--- src/design/isaPkg.sv ---
// Instruction set encodings and formats shared by the decoder and the testbench
`default_nettype none

package isaPkg;

    // -------------------------------------------------------------------
    // Primary opcodes
    // -------------------------------------------------------------------
    typedef enum logic [5:0] {
        OpSpecial = 6'h00,
        OpJ       = 6'h02,
        OpBeq     = 6'h04,
        OpBne     = 6'h05,
        OpAddiu   = 6'h09,
        OpOri     = 6'h0d,
        OpLw      = 6'h23,
        OpSw      = 6'h2b
    } opcode_e;

    // Function field of SPECIAL instructions
    typedef enum logic [5:0] {
        FnSll  = 6'h00,
        FnAddu = 6'h21,
        FnSubu = 6'h23,
        FnAnd  = 6'h24,
        FnOr   = 6'h25,
        FnXor  = 6'h26,
        FnSlt  = 6'h2a
    } funct_e;

    // -------------------------------------------------------------------
    // Instruction word views
    // -------------------------------------------------------------------
    typedef struct packed {
        opcode_e    Opcode;
        logic [4:0] Rs;
        logic [4:0] Rt;
        logic [4:0] Rd;
        logic [4:0] Shamt;
        funct_e     Funct;
    } rFormat_t;

    typedef struct packed {
        opcode_e     Opcode;
        logic [4:0]  Rs;
        logic [4:0]  Rt;
        logic [15:0] Imm16;
    } iFormat_t;

    // Jump index is taken from the raw view
    typedef union packed {
        rFormat_t    R;
        iFormat_t    I;
        logic [31:0] Raw;
    } instr_u;

    typedef enum logic [2:0] {
        AluAdd,
        AluSub,
        AluAnd,
        AluOr,
        AluXor,
        AluSlt,
        AluSll
    } aluOp_e;

endpackage

`default_nettype wire

--- src/design/pipePkg.sv ---
// Pipeline register layouts and control bundles passed between the core stages
`default_nettype none

package pipePkg;

    typedef struct packed {
        logic           RegWrite;
        logic           MemRead;
        logic           MemWrite;
        logic           MemToReg;
        logic           AluSrcImm;
        logic           Branch;
        logic           BranchNe;
        logic           Jump;
        isaPkg::aluOp_e AluOp;
    } ctrl_t;

    typedef struct packed {
        logic           Valid;
        logic [15:0]    Pc;
        isaPkg::instr_u Instr;
    } fetchDecode_t;

    typedef struct packed {
        logic        Valid;
        ctrl_t       Ctrl;
        logic [15:0] Pc;
        logic [4:0]  RsAddr;
        logic [4:0]  RtAddr;
        logic [4:0]  DestAddr;
        logic [31:0] RsData;
        logic [31:0] RtData;
        logic [31:0] Imm;
        logic [4:0]  Shamt;
    } decodeExecute_t;

    typedef struct packed {
        logic        Valid;
        ctrl_t       Ctrl;
        logic [4:0]  DestAddr;
        logic [31:0] AluResult;
        logic [31:0] StoreData;
    } executeMemory_t;

    typedef struct packed {
        logic        Valid;
        logic        RegWrite;
        logic        MemToReg;
        logic [4:0]  DestAddr;
        logic [31:0] AluResult;
    } memoryWriteBack_t;

    typedef struct packed {
        logic        Enable;
        logic [4:0]  Addr;
        logic [31:0] Data;
    } writePort_t;

    typedef enum logic [1:0] {
        FwdReg,
        FwdExec,
        FwdMem,
        FwdWb
    } forwardSel_e;

endpackage

`default_nettype wire

--- src/design/decodeStage.sv ---
// Decode stage with control generation, operand forwarding and the decode-to-execute register
`default_nettype none
`timescale 1ns/1ps

module decodeStage #(
    parameter int AddrWidth = 16
) (
    input  logic                    Clock,
    input  logic                    nReset,
    input  pipePkg::fetchDecode_t   FetchIn,
    input  logic                    Stall,
    input  logic                    Redirect,
    input  pipePkg::forwardSel_e    ForwardA,
    input  pipePkg::forwardSel_e    ForwardB,
    input  logic [31:0]             ExecResult,
    input  logic [31:0]             MemResult,
    input  pipePkg::writePort_t     WritePort,
    input  logic [4:0]              RegAddr,
    output logic [4:0]              RsAddr,
    output logic [4:0]              RtAddr,
    output pipePkg::decodeExecute_t DecodeOut,
    output logic [31:0]             RegData
);

    isaPkg::instr_u Instr;
    pipePkg::ctrl_t Ctrl;
    logic [4:0]     DestAddr;
    logic [31:0]    Imm;
    logic [31:0]    RsFile;
    logic [31:0]    RtFile;
    logic [31:0]    RsFwd;
    logic [31:0]    RtFwd;

    // Pipeline structs carry a 16-bit Pc
    if (AddrWidth > 16)
    begin : gPcWidthCheck
        $error("AddrWidth exceeds the 16-bit Pc field");
    end

    assign Instr  = FetchIn.Instr;
    assign RsAddr = Instr.R.Rs;
    assign RtAddr = Instr.R.Rt;

    regFile u_regFile (
        .Clock    (Clock),
        .nReset   (nReset),
        .RsAddr   (RsAddr),
        .RtAddr   (RtAddr),
        .RegAddr  (RegAddr),
        .WritePort(WritePort),
        .RsData   (RsFile),
        .RtData   (RtFile),
        .RegData  (RegData)
    );

    // -------------------------------------------------------------------
    // Control decode
    // -------------------------------------------------------------------
    always_comb
    begin
        Ctrl     = '0;
        DestAddr = Instr.I.Rt;
        Imm      = {{16{Instr.I.Imm16[15]}}, Instr.I.Imm16};
        case (Instr.R.Opcode)
            isaPkg::OpSpecial:
            begin
                DestAddr      = Instr.R.Rd;
                Ctrl.RegWrite = 1'b1;
                case (Instr.R.Funct)
                    isaPkg::FnAddu: Ctrl.AluOp = isaPkg::AluAdd;
                    isaPkg::FnSubu: Ctrl.AluOp = isaPkg::AluSub;
                    isaPkg::FnAnd:  Ctrl.AluOp = isaPkg::AluAnd;
                    isaPkg::FnOr:   Ctrl.AluOp = isaPkg::AluOr;
                    isaPkg::FnXor:  Ctrl.AluOp = isaPkg::AluXor;
                    isaPkg::FnSlt:  Ctrl.AluOp = isaPkg::AluSlt;
                    isaPkg::FnSll:  Ctrl.AluOp = isaPkg::AluSll;
                    default:        Ctrl.RegWrite = 1'b0;
                endcase
            end
            isaPkg::OpAddiu:
            begin
                Ctrl.RegWrite  = 1'b1;
                Ctrl.AluSrcImm = 1'b1;
            end
            isaPkg::OpOri:
            begin
                Ctrl.RegWrite  = 1'b1;
                Ctrl.AluSrcImm = 1'b1;
                Ctrl.AluOp     = isaPkg::AluOr;
                Imm            = {16'b0, Instr.I.Imm16};
            end
            isaPkg::OpLw:
            begin
                Ctrl.RegWrite  = 1'b1;
                Ctrl.MemRead   = 1'b1;
                Ctrl.MemToReg  = 1'b1;
                Ctrl.AluSrcImm = 1'b1;
            end
            isaPkg::OpSw:
            begin
                Ctrl.MemWrite  = 1'b1;
                Ctrl.AluSrcImm = 1'b1;
            end
            isaPkg::OpBeq: Ctrl.Branch = 1'b1;
            isaPkg::OpBne:
            begin
                Ctrl.Branch   = 1'b1;
                Ctrl.BranchNe = 1'b1;
            end
            isaPkg::OpJ:
            begin
                Ctrl.Jump = 1'b1;
                Imm       = {6'b0, Instr.Raw[25:0]};
            end
            default: ;
        endcase
    end

    function automatic logic [31:0] forwardMux(input pipePkg::forwardSel_e Sel,
                                               input logic [31:0] FileData);
        case (Sel)
            pipePkg::FwdExec: return ExecResult;
            pipePkg::FwdMem:  return MemResult;
            pipePkg::FwdWb:   return WritePort.Data;
            default:          return FileData;
        endcase
    endfunction

    always_comb
    begin
        RsFwd = forwardMux(ForwardA, RsFile);
        RtFwd = forwardMux(ForwardB, RtFile);
    end

    // Bubble on a load-use hold or a squash
    always_ff @(posedge Clock or negedge nReset)
    begin
        if (!nReset)
            DecodeOut <= '0;
        else if (Stall || Redirect)
            DecodeOut.Valid <= 1'b0;
        else
        begin
            DecodeOut.Valid    <= FetchIn.Valid;
            DecodeOut.Ctrl     <= Ctrl;
            DecodeOut.Pc       <= FetchIn.Pc;
            DecodeOut.RsAddr   <= RsAddr;
            DecodeOut.RtAddr   <= RtAddr;
            DecodeOut.DestAddr <= DestAddr;
            DecodeOut.RsData   <= RsFwd;
            DecodeOut.RtData   <= RtFwd;
            DecodeOut.Imm      <= Imm;
            DecodeOut.Shamt    <= Instr.R.Shamt;
        end
    end

endmodule

`default_nettype wire

--- src/design/executeStage.sv ---
// Execute stage with the ALU, branch resolution and the execute-to-memory register
`default_nettype none
`timescale 1ns/1ps

module executeStage #(
    parameter int AddrWidth = 16
) (
    input  logic                    Clock,
    input  logic                    nReset,
    input  pipePkg::decodeExecute_t DecodeIn,
    output logic [31:0]             ExecResult,
    output logic                    Redirect,
    output logic [AddrWidth-1:0]    TargetPc,
    output pipePkg::executeMemory_t ExecOut
);

    logic [31:0]          OpB;
    logic [31:0]          AluResult;
    logic                 Taken;
    logic [AddrWidth-1:0] PcPlus4;
    logic [AddrWidth-1:0] BranchTarget;
    logic [AddrWidth-1:0] JumpTarget;

    assign OpB = DecodeIn.Ctrl.AluSrcImm ? DecodeIn.Imm : DecodeIn.RtData;

    always_comb
    begin
        case (DecodeIn.Ctrl.AluOp)
            isaPkg::AluAdd: AluResult = DecodeIn.RsData + OpB;
            isaPkg::AluSub: AluResult = DecodeIn.RsData - OpB;
            isaPkg::AluAnd: AluResult = DecodeIn.RsData & OpB;
            isaPkg::AluOr:  AluResult = DecodeIn.RsData | OpB;
            isaPkg::AluXor: AluResult = DecodeIn.RsData ^ OpB;
            isaPkg::AluSlt: AluResult = {31'b0, $signed(DecodeIn.RsData) < $signed(OpB)};
            isaPkg::AluSll: AluResult = OpB << DecodeIn.Shamt;
            default:        AluResult = '0;
        endcase
    end

    assign ExecResult = AluResult;

    // -------------------------------------------------------------------
    // Branch and jump resolution
    // -------------------------------------------------------------------
    assign Taken = DecodeIn.Ctrl.Jump
                || (DecodeIn.Ctrl.Branch
                    && ((DecodeIn.RsData == DecodeIn.RtData) != DecodeIn.Ctrl.BranchNe));
    assign Redirect = DecodeIn.Valid && Taken;

    assign PcPlus4      = AddrWidth'(DecodeIn.Pc) + AddrWidth'(4);
    assign BranchTarget = PcPlus4 + AddrWidth'(DecodeIn.Imm << 2);
    // Pc is narrower than the 28-bit jump range
    assign JumpTarget   = AddrWidth'({DecodeIn.Imm[25:0], 2'b00});
    assign TargetPc     = DecodeIn.Ctrl.Jump ? JumpTarget : BranchTarget;

    always_ff @(posedge Clock or negedge nReset)
    begin
        if (!nReset)
            ExecOut <= '0;
        else
        begin
            ExecOut.Valid     <= DecodeIn.Valid;
            ExecOut.Ctrl      <= DecodeIn.Ctrl;
            ExecOut.DestAddr  <= DecodeIn.DestAddr;
            ExecOut.AluResult <= AluResult;
            ExecOut.StoreData <= DecodeIn.RtData;
        end
    end

    // The slot behind a redirect is squashed by decode
    assert property (@(posedge Clock) disable iff (!nReset)
        Redirect |-> DecodeIn.Valid ##1 !DecodeIn.Valid);

endmodule

`default_nettype wire

--- src/design/fetchStage.sv ---
// Fetch stage holding the program counter and the fetch-to-decode register
`default_nettype none
`timescale 1ns/1ps

module fetchStage #(
    parameter int AddrWidth = 16
) (
    input  logic                   Clock,
    input  logic                   nReset,
    input  logic                   Stall,
    input  logic                   Redirect,
    input  logic [AddrWidth-1:0]   TargetPc,
    input  logic [31:0]            InstrMem,
    output logic [AddrWidth-1:0]   InstrAddr,
    output pipePkg::fetchDecode_t  FetchOut
);

    logic [AddrWidth-1:0] Pc;

    assign InstrAddr = Pc;

    // Redirect has priority over a load-use hold
    always_ff @(posedge Clock or negedge nReset)
    begin
        if (!nReset)
        begin
            Pc       <= '0;
            FetchOut <= '0;
        end
        else if (Redirect)
        begin
            Pc             <= TargetPc;
            FetchOut.Valid <= 1'b0;
        end
        else if (!Stall)
        begin
            Pc                 <= Pc + AddrWidth'(4);
            FetchOut.Valid     <= 1'b1;
            FetchOut.Pc        <= 16'(Pc);
            FetchOut.Instr.Raw <= InstrMem;
        end
    end

    // Branch and jump targets from execute keep the word alignment
    assert property (@(posedge Clock) disable iff (!nReset) InstrAddr[1:0] == 2'b00);

endmodule

`default_nettype wire

--- src/design/hazardUnit.sv ---
// Forwarding select and load-use stall logic for operands read in decode
`default_nettype none
`timescale 1ns/1ps

module hazardUnit (
    input  logic [4:0]              RsAddr,
    input  logic [4:0]              RtAddr,
    input  pipePkg::decodeExecute_t DecodeEx,
    input  pipePkg::executeMemory_t ExMem,
    input  pipePkg::writePort_t     WritePort,
    output pipePkg::forwardSel_e    ForwardA,
    output pipePkg::forwardSel_e    ForwardB,
    output logic                    Stall
);

    logic LoadInExec;
    logic LoadInMem;

    // Nearest producer wins
    function automatic pipePkg::forwardSel_e selectSource(input logic [4:0] Src);
        if (Src == 5'd0)
            return pipePkg::FwdReg;
        else if (DecodeEx.Valid && DecodeEx.Ctrl.RegWrite && !DecodeEx.Ctrl.MemRead
                 && DecodeEx.DestAddr == Src)
            return pipePkg::FwdExec;
        else if (ExMem.Valid && ExMem.Ctrl.RegWrite && !ExMem.Ctrl.MemRead
                 && ExMem.DestAddr == Src)
            return pipePkg::FwdMem;
        else if (WritePort.Enable && WritePort.Addr == Src)
            return pipePkg::FwdWb;
        else
            return pipePkg::FwdReg;
    endfunction

    function automatic logic loadHits(input logic IsLoad, input logic [4:0] Dest);
        return IsLoad && Dest != 5'd0 && (Dest == RsAddr || Dest == RtAddr);
    endfunction

    // Load data is only usable once it reaches write-back
    always_comb
    begin
        ForwardA   = selectSource(RsAddr);
        ForwardB   = selectSource(RtAddr);
        LoadInExec = loadHits(DecodeEx.Valid && DecodeEx.Ctrl.MemRead, DecodeEx.DestAddr);
        LoadInMem  = loadHits(ExMem.Valid && ExMem.Ctrl.MemRead, ExMem.DestAddr);
        Stall      = LoadInExec || LoadInMem;
    end

endmodule

`default_nettype wire

--- src/design/memoryStage.sv ---
// Memory stage driving the data port, with the write-back register and result select
`default_nettype none
`timescale 1ns/1ps

module memoryStage #(
    parameter int AddrWidth = 16
) (
    input  logic                      Clock,
    input  logic                      nReset,
    input  pipePkg::executeMemory_t   MemIn,
    input  logic [31:0]               MemData,
    output logic [AddrWidth-1:0]      MemAddr,
    output logic [31:0]               WriteData,
    output logic                      MemWrite,
    output logic                      MemRead,
    output logic [31:0]               MemResult,
    output pipePkg::memoryWriteBack_t WbOut,
    output pipePkg::writePort_t       WritePort
);

    assign MemAddr   = MemIn.AluResult[AddrWidth-1:0];
    assign WriteData = MemIn.StoreData;
    assign MemWrite  = MemIn.Valid && MemIn.Ctrl.MemWrite;
    assign MemRead   = MemIn.Valid && MemIn.Ctrl.MemRead;
    assign MemResult = MemIn.AluResult;

    always_ff @(posedge Clock or negedge nReset)
    begin
        if (!nReset)
            WbOut <= '0;
        else
        begin
            WbOut.Valid     <= MemIn.Valid;
            WbOut.RegWrite  <= MemIn.Ctrl.RegWrite;
            WbOut.MemToReg  <= MemIn.Ctrl.MemToReg;
            WbOut.DestAddr  <= MemIn.DestAddr;
            WbOut.AluResult <= MemIn.AluResult;
        end
    end

    // Load data arrives from the registered RAM during write-back
    assign WritePort.Enable = WbOut.Valid && WbOut.RegWrite;
    assign WritePort.Addr   = WbOut.DestAddr;
    assign WritePort.Data   = WbOut.MemToReg ? MemData : WbOut.AluResult;

    assert property (@(posedge Clock) disable iff (!nReset) !(MemRead && MemWrite));

endmodule

`default_nettype wire

--- src/design/miniMipsCore.sv ---
// Top level of the five-stage core, with instruction and data memories kept outside
`default_nettype none
`timescale 1ns/1ps

module miniMipsCore #(
    parameter int AddrWidth = 16
) (
    input  logic                 Clock,
    input  logic                 nReset,
    input  logic [31:0]          InstrMem,
    input  logic [31:0]          MemData,
    input  logic [4:0]           RegAddr,
    output logic [AddrWidth-1:0] InstrAddr,
    output logic [AddrWidth-1:0] MemAddr,
    output logic [31:0]          WriteData,
    output logic                 MemWrite,
    output logic                 MemRead,
    output logic [31:0]          RegData,
    output logic                 nStall
);

    pipePkg::fetchDecode_t   FetchDecode;
    pipePkg::decodeExecute_t DecodeExecute;
    pipePkg::executeMemory_t ExecuteMemory;
    pipePkg::writePort_t     WritePort;
    pipePkg::forwardSel_e    ForwardA;
    pipePkg::forwardSel_e    ForwardB;
    logic                    Stall;
    logic                    Redirect;
    logic [AddrWidth-1:0]    TargetPc;
    logic [4:0]              RsAddr;
    logic [4:0]              RtAddr;
    logic [31:0]             ExecResult;
    logic [31:0]             MemResult;

    assign nStall = !Stall;

    fetchStage #(.AddrWidth(AddrWidth)) u_fetch (
        .Clock    (Clock),
        .nReset   (nReset),
        .Stall    (Stall),
        .Redirect (Redirect),
        .TargetPc (TargetPc),
        .InstrMem (InstrMem),
        .InstrAddr(InstrAddr),
        .FetchOut (FetchDecode)
    );

    decodeStage #(.AddrWidth(AddrWidth)) u_decode (
        .Clock     (Clock),
        .nReset    (nReset),
        .FetchIn   (FetchDecode),
        .Stall     (Stall),
        .Redirect  (Redirect),
        .ForwardA  (ForwardA),
        .ForwardB  (ForwardB),
        .ExecResult(ExecResult),
        .MemResult (MemResult),
        .WritePort (WritePort),
        .RegAddr   (RegAddr),
        .RsAddr    (RsAddr),
        .RtAddr    (RtAddr),
        .DecodeOut (DecodeExecute),
        .RegData   (RegData)
    );

    executeStage #(.AddrWidth(AddrWidth)) u_execute (
        .Clock     (Clock),
        .nReset    (nReset),
        .DecodeIn  (DecodeExecute),
        .ExecResult(ExecResult),
        .Redirect  (Redirect),
        .TargetPc  (TargetPc),
        .ExecOut   (ExecuteMemory)
    );

    memoryStage #(.AddrWidth(AddrWidth)) u_memory (
        .Clock    (Clock),
        .nReset   (nReset),
        .MemIn    (ExecuteMemory),
        .MemData  (MemData),
        .MemAddr  (MemAddr),
        .WriteData(WriteData),
        .MemWrite (MemWrite),
        .MemRead  (MemRead),
        .MemResult(MemResult),
        .WbOut    (),
        .WritePort(WritePort)
    );

    hazardUnit u_hazard (
        .RsAddr   (RsAddr),
        .RtAddr   (RtAddr),
        .DecodeEx (DecodeExecute),
        .ExMem    (ExecuteMemory),
        .WritePort(WritePort),
        .ForwardA (ForwardA),
        .ForwardB (ForwardB),
        .Stall    (Stall)
    );

endmodule

`default_nettype wire

--- src/design/regFile.sv ---
// General purpose register file with two read ports and a debug read port
`default_nettype none
`timescale 1ns/1ps

module regFile (
    input  logic                Clock,
    input  logic                nReset,
    input  logic [4:0]          RsAddr,
    input  logic [4:0]          RtAddr,
    input  logic [4:0]          RegAddr,
    input  pipePkg::writePort_t WritePort,
    output logic [31:0]         RsData,
    output logic [31:0]         RtData,
    output logic [31:0]         RegData
);

    logic [31:0] Regs [32];

    // Write-through so decode sees the value being written this cycle
    function automatic logic [31:0] readReg(input logic [4:0] Addr);
        if (Addr == 5'd0)
            return '0;
        else if (WritePort.Enable && WritePort.Addr == Addr)
            return WritePort.Data;
        else
            return Regs[Addr];
    endfunction

    always_ff @(posedge Clock or negedge nReset)
    begin
        if (!nReset)
        begin
            for (int i = 0; i < 32; i++)
                Regs[i] <= '0;
        end
        else if (WritePort.Enable && WritePort.Addr != 5'd0)
            Regs[WritePort.Addr] <= WritePort.Data;
    end

    always_comb
    begin
        RsData  = readReg(RsAddr);
        RtData  = readReg(RtAddr);
        RegData = readReg(RegAddr);
    end

    assert property (@(posedge Clock) disable iff (!nReset)
        WritePort.Enable && WritePort.Addr == 5'd0 |=> Regs[0] == '0);

endmodule

`default_nettype wire

--- config.mk ---
export PLATFORM = sky130hd
export DESIGN_NAME = miniMipsCore
export DESIGN_NICKNAME = d
export VERILOG_FILES = /design/src/design/isaPkg.sv /design/src/design/pipePkg.sv /design/src/design/decodeStage.sv /design/src/design/executeStage.sv /design/src/design/fetchStage.sv /design/src/design/hazardUnit.sv /design/src/design/memoryStage.sv /design/src/design/miniMipsCore.sv /design/src/design/regFile.sv
export SDC_FILE = /design/constraint.sdc
export NUM_CORES = 2
export LEC_CHECK = 0
export BUFFER_PORTS_ARGS = -buffer_cell sky130_fd_sc_hd__buf_2
export CORE_ASPECT_RATIO = 1.5
export CORE_MARGIN = 2
export CORE_UTILIZATION = 64
export CTS_CLUSTER_DIAMETER = 30
export DETAILED_ROUTE_END_ITERATION = 10
export PLACE_DENSITY_LB_ADDON = 0.05
export SLEW_MARGIN = 20
export SYNTH_ARGS = -nofsm -noshare
export SYNTH_HDL_FRONTEND = slang
export SYNTH_HIERARCHICAL = 1
export SYNTH_SLANG_ARGS = --single-unit
--- constraint.sdc ---
create_clock -name Clock -period 6.4 [get_ports Clock]
set_input_delay 0.96 -clock Clock [delete_from_list [all_inputs] [get_ports Clock]]
set_output_delay 0.96 -clock Clock [all_outputs]
set_load 0.02 [all_outputs]
== After elaboration in Yosys (flattened, before gate mapping) ==
Cells that the tools add are included.

* Bits of input ports: 71
* Bits in read-only memories: 0
* Register bits after elaboration: 1,335
* Output and inout bits: 99
* Memories: 0
* Latch bits: 0
* Memory bits (writable): 0
* Word-level logic and storage cells: 213

* $lt $le $gt $ge: 6
* Bitwise logic cells: 9
* Equality and inequality tests: 35
* Muxes and demuxes: 49
* Multipliers: 0
* Reductions and logical operators: 45
* Add/subtract/negate cells: 5
* Div/mod/pow operators: 0
* Shifts and indexed selects: 1

{| class="wikitable"
|+ Operators with widths
! cell !! count
|-
| $bwmux 1024 || 1
|-
| $bmux 32 s5 || 3
|-
| $mux 32 || 15
|-
| $pmux 32 s7 || 1
|-
| $pmux 32 s3 || 2
|-
| $demux 32 s5 || 1
|-
| $pmux 32 s2 || 1
|-
| $mux 49 || 1
|-
| $eq 6x6->1 const B || 8
|-
| $mux 16 || 3
|-
| $eq 5x5->1 || 7
|-
| $add 16x3->16 const B || 2
|-
| $add 32x32->32 || 1
|-
| $and 32x32->32 || 1
|-
| $eq 32x32->1 || 1
|-
| $lt 32x32->1 || 1
|-
| $or 32x32->32 || 1
|-
| $shl 32x5->32 || 1
|-
| $sub 32x32->32 || 1
|-
| $xor 32x32->32 || 1
|-
| $ge 6x6->1 const B || 4
|-
| $not 5->6 || 4
|-
| $logic_and 1x1->1 || 23
|-
| $pmux 3 s6 || 1
|-
| 29 further kinds || 65
|}

== Longest topological paths before layout ==
* Depth after elaboration: 8
* Depth in mapped cells: 20

== Cells and area by module ==
Netlist, hierarchy kept.

{| class="wikitable"
|+ Modules (own cells, without submodules)
! module !! area an instance (um^2) !! seq. area each (um^2) !! instances !! cells an instance
|-
| regFile || 63,229.4 || 25,624.6 || 1 || 4,529
|-
| executeStage || 11,343.4 || 2,026.9 || 1 || 1,368
|-
| decodeStage || 6,906.6 || 3,328.2 || 1 || 674
|-
| fetchStage || 2,673.8 || 1,626.6 || 1 || 191
|-
| memoryStage || 2,202.1 || 1,001.0 || 1 || 164
|-
| hazardUnit || 486.7 || 0.0 || 1 || 68
|-
| miniMipsCore || 3.8 || 0.0 || 1 || 1
|}

== Worst setup path after synthesis ==
No wires, ideal clock.

* Path kind: flip-flop to flip-flop
* From: register u_decode/DecodeOut[138] (netlist bit)
* To: register u_decode/DecodeOut[100] (netlist bit)
* Setup slack: 1,352 ps
* Arrival time: 4,931 ps
* Data required time: 6,283 ps
* Clock period less this slack: 5,048 ps
* Setup time: 117 ps
* Stages on the path, launching flop included: 21
* Cells stage by stage: dfrtp_1 > buf_4 > buf_4 > buf_2 > buf_4 > buf_1 > mux2i_1 > ha_1 > buf_6 > or4_4 > or3_4 > nand2b_4 > o22a_1 > o31ai_2 > a2111oi_1 > o31a_1 > a221oi_1 > o21ai_1 > mux4_2 > nand2_1 > nand2_1

* Longest elaborated chain between the ends: 4

{| class="wikitable"
|+ RTL lines
! item !! RTL line !! text
|-
| from (decl) || decodeStage.sv:21 || <nowiki>output pipePkg::decodeExecute_t DecodeOut,</nowiki>
|-
| $mux 32 (*) || executeStage.sv:24 || <nowiki>assign OpB = DecodeIn.Ctrl.AluSrcImm ? DecodeIn.Imm : DecodeIn.RtData;</nowiki>
|-
| $sub 32x32->32, or another cell as far along || executeStage.sv:30 || <nowiki>isaPkg::AluSub: AluResult = DecodeIn.RsData - OpB;</nowiki>
|-
| $pmux 32 s7 (*) || executeStage.sv:28 || <nowiki>case (DecodeIn.Ctrl.AluOp)</nowiki>
|-
| net ExecResult[31] || miniMipsCore.sv:33 || <nowiki>logic [31:0] ExecResult;</nowiki>
|-
| $pmux 32 s3 (*) || decodeStage.sv:121 || <nowiki>case (Sel)</nowiki>
|}

The timed path passes the listed nets; every way through them passes the cells marked *.
A chain may end at the register's enable or synchronous reset.

== Final worst setup path ==
* From: register u_memory/WbOut[35] (netlist bit)
* To: output port RegData[11]

* Longest elaborated chain between the ends: 4

{| class="wikitable"
|+ RTL lines
! item !! RTL line !! text
|-
| from (decl) || memoryStage.sv:17 || <nowiki>output pipePkg::memoryWriteBack_t WbOut,</nowiki>
|-
| $eq 5x5->1 || regFile.sv:23 || <nowiki>else if (WritePort.Enable && WritePort.Addr == Addr)</nowiki>
|-
| $logic_and 1x1->1 || regFile.sv:23 ||
|-
| $mux 32 || regFile.sv:23 ||
|-
| $mux 32 || regFile.sv:21 || <nowiki>if (Addr == 5'd0)</nowiki>
|-
| to (decl) || miniMipsCore.sv:18 || <nowiki>output logic [31:0] RegData,</nowiki>
|}

Every way passes these cells.

==> impl_results.md <==
* Status: finished with violations
* Failing checks: negative hold slack
* Synthesized cell area at ~86000 um^2
* Vias at slightly below 70000
* Clock sink count at 1326
* Hpwl dp at 212000 um
* Worst reg2reg path depth at 16
* Tmin final at roughly 5.3 ns
* PortBufs at ~170
* Nature of the critical path endpoint: output port
* FP Rows at around 170
* Final wirelength at between 300000 and 400000 um
* CTS tree: done
* Startpoint Class: register
* Worst-path clk slew at ~0.06 ns
* Global-route wire length before repair at around 480000 um
* Hold Buf Count CTS at 0
* Post-cts sizing count at 0
* Global route total overflow at 0
* Hold Slack at -0.0227 ns
* Setup TNS after final layout at 0 ns
* Initial antenna violation count at 30
* Max Buffers Root-to-Sink at 3
* Mapped Avg Cell Area at roughly 12 um^2
* Rel. slew slack at 8.91%
* H-tree depth at 4
* Worst endpoint required time at 5.44 ns
* Maximum VDD drop at between 300 and 400 uV
* First-iteration detailed-routing DRC count at between 9000 and 10000
* PwrDens at roughly 310 nW/um^2
* RR Startpoint: u_decode/DecodeOut[138]
* FMAX at 188 MHz
* RSZ-0062 raised after global routing: false
* Vert. Die Dim at 454 um
* Pre-antenna DRT Iters at 6
* Max Slew Vio Count at 0
* Clock buffer count from CTS at approximately 220
* Post-route ant nets at 0
* Final nets at ~7000
* CORE AREA at ~130000 um^2
* I/O pins at between 150 and 200
* Crit. Startpoint: u_memory/WbOut[35]
* CTS Root Cell: clkbuf_16
* Vias per cell at between 7 and 8
* Largest net degree at the start of global routing at roughly 190
* Initial Util at around 64%
* Worst hold-check path type: input port to async pin
* Clock skew at approximately 0.054 ns
* Max Cap Viol at 0
* DIE WIDTH at between 300 and 400 um
* Vias in the first global route at about 67000
* Drt wl/cell at slightly below 40 um
* Die ar. at roughly 140000 um^2
* Leak Pwr at 42.6 nW
* Placed cell area at slightly below 90000 um^2
* P&R area growth vs syn at 10.7%
* Synthesis Warnings at 6
* Critical path class: register to output port
* Final worst path period share at between 80% and 90%
* Layout Utilization at between 70% and 80%
* Post-CTS setup buffer count at 0
* Final Setup Violations at 0
* Syn Nets at 7174
* Critical Path Fanout Max at 13
* Worst-Margin Slew at about 1.4 ns
* Worst path arrival time at 4.36 ns
* Synth Instances at between 6000 and 7000
* Fraction of layout cells with a size suffix above 1 at approximately two fifths
* Tot Pwr at 29.2 mW
* Design area at 95600 um^2
* Worst skew pair latency at roughly 0.9 ns
* GP Congestion at approximately 1.1
* Final hold violation count at 7
* GRT Total Usage at roughly 50%
* DR DRC count at 0
-- worst paths after layout --
check / slack (ns) / end
hold reg to reg: 0.35 / u_memory/WbOut[37]
max in group asynchronous: 4.71 / u_fetch/FetchOut[16]
setup / recovery: 1.08 / RegData[11]
hold / removal: -0.02 / u_execute/ExecOut[4]
setup reg to reg: 1.18 / u_decode/DecodeOut[97]
min in group Clock: 0.30 / u_fetch/FetchOut[22]
-- cells in the final DEF, fill, tap and decap left out, drive strengths merged, types with 15 or more instances in the layout --
| cell type | instances |
|---|---|
| a211o | 15 |
| a211oi | 91 |
| a21oi | 208 |
| a221o | 42 |
| a221oi | 67 |
| a22oi | 159 |
| a31oi | 15 |
| a32o | 32 |
| buf | 348 |
| bufinv | 34 |
| clkbuf | 266 |
| clkinv | 64 |
| clkinvlp | 19 |
| dfrtp | 1326 |
| diode | 17 |
| ha | 142 |
| inv | 158 |
| mux2 | 1116 |
| mux2i | 451 |
| mux4 | 686 |
| nand2 | 541 |
| nand2b | 30 |
| nand3 | 42 |
| nand4 | 21 |
| nor2 | 146 |
| nor2b | 42 |
| nor3 | 61 |
| nor3b | 31 |
| nor4 | 18 |
| o211ai | 43 |
| o21ai | 202 |
| o21bai | 15 |
| o221ai | 47 |
| o22a | 21 |
| o22ai | 113 |
| o31ai | 15 |
| xnor2 | 95 |
| xor2 | 27 |
-- stage by stage --
step                      instances  setup WS (ns)  hold slack [ns]
after detailed placement       8265           1.20            0.341
after floorplan                6958           1.37            0.331
after global placement         8264           1.26            0.341
after CTS                      8686           1.22           0.0696
after global routing           8689          0.873           0.0357
final                          8705           1.08          -0.0227
-- worst max-delay path, stage by stage (launching register included) --
cell	delay, ns
dfrtp_1	0.84
xnor2_1	0.19
nand4_1	0.26
nor2_1	0.18
buf_4	0.23
and2_1	0.91
a221o_1	0.57
buf_2	0.25
-- sequential cells by signal (all words and copies together) (netlist names) --
signal,flops
u_decode/u_regFile/Regs,1024
u_decode/DecodeOut,123
u_execute/ExecOut,74
u_fetch/FetchOut,49
u_fetch/InstrAddr,16
u_memory/WbOut,40
-- area by class of cell --
class	count	area (um^2)
multi-input combinational	4720	48900
timing repair buffer	349	2620
clock inverter	156	2110
clock buffer	265	5990
tap	1753	2190
antenna	17	42.5
fill	9313	38800
inverter	119	447
sequential	1326	33200
-- where the power goes --
| part | leakage [nW] | switching [mW] | internal [mW] |
|---|---|---|---|
| Clock | 3.93 | 4.72 | 8.15 |
| Combinational | 20.8 | 3.69 | 2.42 |
| Sequential | 17.9 | 1.00 | 9.22 |
-- layer usage --
metal  part of all wire [%]  vias up  routed length, um  track usage (%)
met2                     44     5333             148000             72.5
li1                       -    26300                  -                -
met1                     33    34100             110000             56.5
met5                  0.057        -                190                0
met3                     12     1831              41000             15.7
met4                     11       26              36200             43.1
Power figures use the tool's default switching activity.
